==> src/common/cache_pkg.sv <==
package cache_pkg;

	// Address and word geometry
	localparam int addr_width = 16;
	localparam int word_width = 16;
	localparam int bytes_per_word = word_width / 8;

	// Line and set geometry
	localparam int line_words = 8;
	localparam int line_width = line_words * word_width; // 128 bits per line
	localparam int num_sets = 8;
	localparam int index_width = 3;
	localparam int num_ways = 2; // LRU is a single bit per set
	localparam int offset_width = 4; // Byte offset within a line
	localparam int tag_width = addr_width - index_width - offset_width;

	// CPU side request, held stable until resp
	typedef struct packed {
		logic read;
		logic write;
		logic [bytes_per_word-1:0] byte_enable;
		logic [addr_width-1:0] address;
		logic [word_width-1:0] wdata;
	} cpu_req_t;

	// CPU side response, resp is a single cycle pulse
	typedef struct packed {
		logic resp;
		logic [word_width-1:0] rdata;
	} cpu_rsp_t;

	// Memory side request, one whole line per transaction
	typedef struct packed {
		logic read;
		logic write;
		logic [addr_width-1:0] address; // Line aligned
		logic [line_width-1:0] wdata;
	} pmem_req_t;

	// Memory side response
	typedef struct packed {
		logic resp;
		logic [line_width-1:0] rdata;
	} pmem_rsp_t;

endpackage

==> src/rtl/pmem_arbiter.sv <==
`timescale 1ns/1ps

module pmem_arbiter (
	input logic clk,
	input logic reset,
	input cache_pkg::pmem_req_t req_a,
	input cache_pkg::pmem_req_t req_b,
	output cache_pkg::pmem_rsp_t rsp_a,
	output cache_pkg::pmem_rsp_t rsp_b,
	output cache_pkg::pmem_req_t mem_req,
	input cache_pkg::pmem_rsp_t mem_rsp
);

	logic busy; // Transaction in flight
	logic [1:0] grant; // Bit 0 port a, bit 1 port b
	logic last_served; // Set when port b went last
	logic want_a;
	logic want_b;
	logic pick_b;

	assign want_a = req_a.read || req_a.write;
	assign want_b = req_b.read || req_b.write;
	assign pick_b = want_b && (!want_a || !last_served); // Tie goes to the other side

	// Grant latched when idle, held until memory resp
	always_ff @(posedge clk or posedge reset) begin
		if (reset) begin
			busy <= 1'b0;
			grant <= '0;
			last_served <= 1'b1; // Port a wins first tie
		end else if (!busy) begin
			if (want_a || want_b) begin
				busy <= 1'b1;
				grant <= pick_b ? 2'b10 : 2'b01;
			end
		end else if (mem_rsp.resp) begin
			busy <= 1'b0;
			grant <= '0;
			last_served <= grant[1];
		end
	end

	// Steer request out and response back to the granted side only
	always_comb begin
		mem_req = '0;
		rsp_a = '0;
		rsp_b = '0;
		if (grant[0]) begin
			mem_req = req_a;
			rsp_a = mem_rsp;
		end else if (grant[1]) begin
			mem_req = req_b;
			rsp_b = mem_rsp;
		end
	end

endmodule

==> config.mk <==
export PLATFORM = sky130hd
export DESIGN_NAME = pmem_arbiter
export DESIGN_NICKNAME = d
export VERILOG_FILES = /design/src/common/cache_pkg.sv /design/src/rtl/pmem_arbiter.sv
export SDC_FILE = /design/constraint.sdc
export NUM_CORES = 1
export LEC_CHECK = 0
export BUFFER_PORTS_ARGS = -buffer_cell sky130_fd_sc_hd__buf_4
export CELL_PAD_IN_SITES_DETAIL_PLACEMENT = 1
export CELL_PAD_IN_SITES_GLOBAL_PLACEMENT = 2
export CORE_AREA = 2 2 323 325
export DETAILED_ROUTE_END_ITERATION = 8
export DIE_AREA = 0 0 325 327
export GPL_TIMING_DRIVEN = 0
export PLACE_DENSITY = 0.39
export SYNTH_ARGS = -nofsm -noshare
export SYNTH_HDL_FRONTEND = slang
export SYNTH_SLANG_ARGS = --single-unit
==> constraint.sdc <==
create_clock -name clk -period 1.85 [get_ports clk]
set_input_delay 0.185 -clock clk [delete_from_list [all_inputs] [get_ports clk]]
set_output_delay 0.185 -clock clk [all_outputs]
set_load 0.02 [all_outputs]
; Word level (Yosys, flattened, before mapping)
; Index checks and enable logic that the tools add are counted.
[word_totals]
input_bits = 423
ff_bits = 4
[classes]
muxes = 12
eq_ne = 1
reduce_logical = 10
[op_table]
columns = op, count
row1 = 129-bit two-way mux, 3
row2 = 146-bit two-way mux, 2
row3 = 2-bit two-way mux, 4
row4 = 1-bit logical OR, 4
row5 = 2-bit AND reduction, 2
row6 = 1-bit two-way mux, 3
row7 = 1-bit zero test, 2
row8 = "2-bit != test, second input constant", 1
row9 = 2-bit nonzero test, 1
row10 = 1-bit logical AND, 1

; Depth between registers and ports, before layout
[depth]
ltp_word = 7
mapped_depth = 6
ltp_nobuf = 2

; Worst setup path after synthesis
; OpenSTA, ideal clock, no wires.
[synth_path]
kind = register to output
startpoint = register grant[0]
endpoint = output rsp_b[118] (netlist bit)
t_arrival_ns = 1.212
stages_incl_launch_ff = 7
t_required_ns = 1.665
setup_slack_ns = 0.453
path_cell_list = dfrtp_1 buf_6 nor2b_2 buf_6 buf_6 buf_4 and2_1
[synth_rtl]
columns = element, line
row1 = from (decl), pmem_arbiter.sv:15  ; logic [1:0] grant;
row2 = from (signal assigned), pmem_arbiter.sv:34  ; grant <= pick_b ? 2'b10 : 2'b01;
row3 = to (decl), pmem_arbiter.sv:9  ; output cache_pkg::pmem_rsp_t rsp_b,

==> flow_metrics.tcl <==
set metrics [dict create \
    timing.critical_path.slowest_cell_delay_ps 380 \
    area_fraction_in_and_or_nand_and_nor_cells_after_synthesis 0.475 \
    global_route_wire_length_before_repair_mm 71.0 \
    worstSetupPathType "flip-flop to primary output" \
    grt_pass1_vias 8196 \
    detailedRoute.firstPassIterationCount 4 \
    r2r_setup_slack_ps 510 \
    synth_compound_area_frac 0.375 \
    post_drt_via_cell_ratio 2.72 \
    clock_tree_from_tritoncts "done" \
    root_buffer "clkbuf_16" \
    ios 827 \
    place.detailed.hpwl_mm 49.5 \
    synth-xor-area-share 0 \
    clock_insertion_delay_worst_skew_ps 230 \
    global_routing_usage_on_met2 0.188 \
    timing.fmax_mhz 519 \
    start_kind "flip-flop" \
    drv.max_cap_violation_count 0 \
    cp_slowest_cell "dfrtp_1" \
    post_drt_wl_per_cell_um 20.4 \
    grt_max_degree 11 \
    path_common_cell "buf_12" \
    clock_tree_sinks 4 \
    die_area_sq_um 106000 \
    port-buffer-count 826 \
    synth_top_family_by_area "simple AND/OR/NAND/NOR gates" \
    initial_utilization 0.0342 \
    report.final.setup_viol 138 \
    timing.critical_path.depth 7 \
    syn_avg_cell_area_sq_um 7.24 \
    area_growth_pct 271 \
    detail_route.drc_violations 0 \
    grt.met3_usage 0.0281 \
    worstPathCellList "buf_12, nor2b_4, buf_12, buf_8, clkbuf_16, and2_4, buf_12" \
    total_leakage_power_nw 6.42 \
    routed_wl_mm 55.6 \
    worst-endpoint-arrival_ps 1740 \
    postLayoutSetupSlackWorst_ps -77.6 \
    ir_drop_v 0.000251 \
    gp_congestion 0.894 \
    critPathRequiredTime_ps 1660 \
    antenna_violations_before_repair 9 \
    drt-initial-drc-count 202 \
    groute.layer.met1.usage 0.100 \
    dieHeight_um 327 \
    synth.net_count 909 \
    worstPathMaxFanout 6 \
    yosysSeqAreaShare 0.0288 \
    outcome "finished with violations" \
    tightest_hold_margin_ps 305 \
    global_route.usage.total 0.0961 \
    power.density_nw_per_um2 656 \
    worstSetupEndpointType "primary output" \
    rsz0062_at_grt "true" \
    clock_path_buffers 2 \
    synth.area.top_cells "and2_1, a22o_1, buf_6" \
    synth.cell_area_sq_um 3520 \
    cp_top_family "buffers and inverters" \
    final.period_utilization 1.04 \
    slew_headroom 0.641 \
    layout.nets 1759 \
    synthesis_stage_register_bit_count 4 \
    worst_r2r_startpoint "grant[0]$_DFFE_PP0P_" \
    grt_busiest_layer "met2" \
    synth.mux.area_fraction 0.00320 \
    route.antenna.remaining_nets 0 \
    cp_num_buf_inv 5 \
    fp-row-count 118 \
    drive_above_1_share 0.724 \
    synth_adder_area_share 0 \
    finalHoldViolations 0 \
    tritoncts.num_buffers 3 \
    r2r.worst_path.cells 4 \
    clock_skew_ps 1.16 \
    ys.warnings.count 0 \
    synthCells 486 \
    grt.overflow.total 0 \
    finalWorstPathRequiredPeriod_ps 1930 \
    num-fill-cells 12337 \
    timing.hold.worst.class "primary input to flip-flop" \
    clock_tree.htree_level_count 1 \
    netlist-cell-type-count 21 \
    worst_pin_slew_ps 538 \
    violations "setup timing" \
    die_span_x_um 325 \
    yosys.area.top_type_share 0.458 \
    finalPower_mw 8.58 \
    r2r_end "grant[0]$_DFFE_PP0P_" \
    clkTransAtPathRegs_ps 30 \
    detailroute.via_count 7393 \
    core-area_sq_um 103000 \
    setup.worst_path.end "rsp_b[1]" \
    launch_point_of_the_worst_path "grant[0]$_DFFE_PP0P_" \
    report.final.slew_viol_count 0 \
    synth_largest_area_cell "and2_1" \
]
registers in the layout, indices dropped and copies added, names as in the netlist:
| signal | count |
|---|---|
| grant | 2 |
| busy | 1 |
| last_served | 1 |
worst min-delay path, cell delays in order:
cell,delay [ps]
buf_4,110
nand2_1,60
a21boi_0,120
repair_timing:
action,in CTS,in global routing
pin swaps,7,7
gates resized for setup,216,120
setup buffers,9,3
gates cloned,4,4
setup endpoints to repair,400,360
hold buffers,1,0
hold endpoints to repair,3,0
synth_stat cells:
master / number
nand3b_1: 2
inv_1: 1
o21ba_2: 1
nand2_1: 1
a22o_1: 146
buf_4: 2
dfstp_2: 1
nor3_1: 1
o311ai_0: 2
clkbuf_1: 20
and2_1: 258
a21boi_0: 1
or4b_1: 2
buf_6: 19
mux2_2: 1
clkbuf_2: 10
nor2b_2: 1
buf_2: 11
o21a_1: 1
nor2_1: 2
dfrtp_1: 3
worst min path at each step:
stage | startpoint | to | slack [ps] | cells past startpoint
2_1_floorplan | reset | busy$_DFF_PP0_ | -50 | 1
3_3_place_gp | reset | grant[0]$_DFFE_PP0P_ | 90 | 2
3_5_place_dp | reset | grant[0]$_DFFE_PP0P_ | 90 | 2
4_1_cts | mem_rsp[128] | busy$_DFF_PP0_ | 310 | 3
5_1_grt | mem_rsp[128] | busy$_DFF_PP0_ | 320 | 3
6_report | mem_rsp[128] | busy$_DFF_PP0_ | 300 | 3
per-stage QoR:
| stage | setup TNS [ps] | util | cell area, sq um | cells | worst slack, ps |
|---|---|---|---|---|---|
| after floorplan | 0 | - | 3520 | 486 | 453 |
| after global placement | -64710 | 0.111 | 11400 | 2692 | -718 |
| after detailed placement | -70220 | 0.111 | 11400 | 2692 | -756 |
| after CTS | -20400 | 0.122 | 12600 | 2710 | -170 |
| after global routing | -27980 | 0.127 | 13100 | 2720 | -161 |
| final | -2740 | 0.127 | 13100 | 2722 | -77.6 |
cell families after synthesis:
group,count (synthesis)
buffers and inverters,63
DFF,4
AOI/OAI and AO/OA,151
muxes,1
and+or+nand+nor,267
layout by cell type (no fill, tap or decap), drive strengths merged:
| cell | n |
|---|---|
| a21boi | 1 |
| mux2 | 1 |
| nor2 | 2 |
| nor2b | 1 |
| o21a | 1 |
| nand3b | 2 |
| o21ba | 1 |
| dfrtp | 3 |
| and2 | 258 |
| dfstp | 1 |
| nor3 | 1 |
| nand2 | 1 |
| a22o | 146 |
| o311ai | 2 |
| or4b | 2 |
| buf | 878 |
| inv | 1 |
| dlygate4sd3 | 1 |
| diode | 7 |
| clkbuf | 32 |
metal layers:
layer	wire (um)	up-vias
li1	-	3427
met1	20300	3477
met2	30700	465
met3	3970	22
met4	624	2
met5	13	-
final cells by class:
class	count	area, sq um	share of cell area
antenna	7	17.5	0.00134
buffer	61	820	0.0627
clock buffer	4	78.8	0.00603
inverter	1	3.75	0.000287
multi-input combinational	419	3220	0.246
sequential	4	101	0.00775
tap	1380	1730	0.132
timing repair buffer	846	7110	0.544
power breakdown:
group	internal [mW]	switching (mW)
Sequential	0.108	0.0160
Clock	0.285	0.0676
Combinational	3.96	4.14
Total	4.36	4.22
Note: power is estimated with default switching activity, not from simulation.
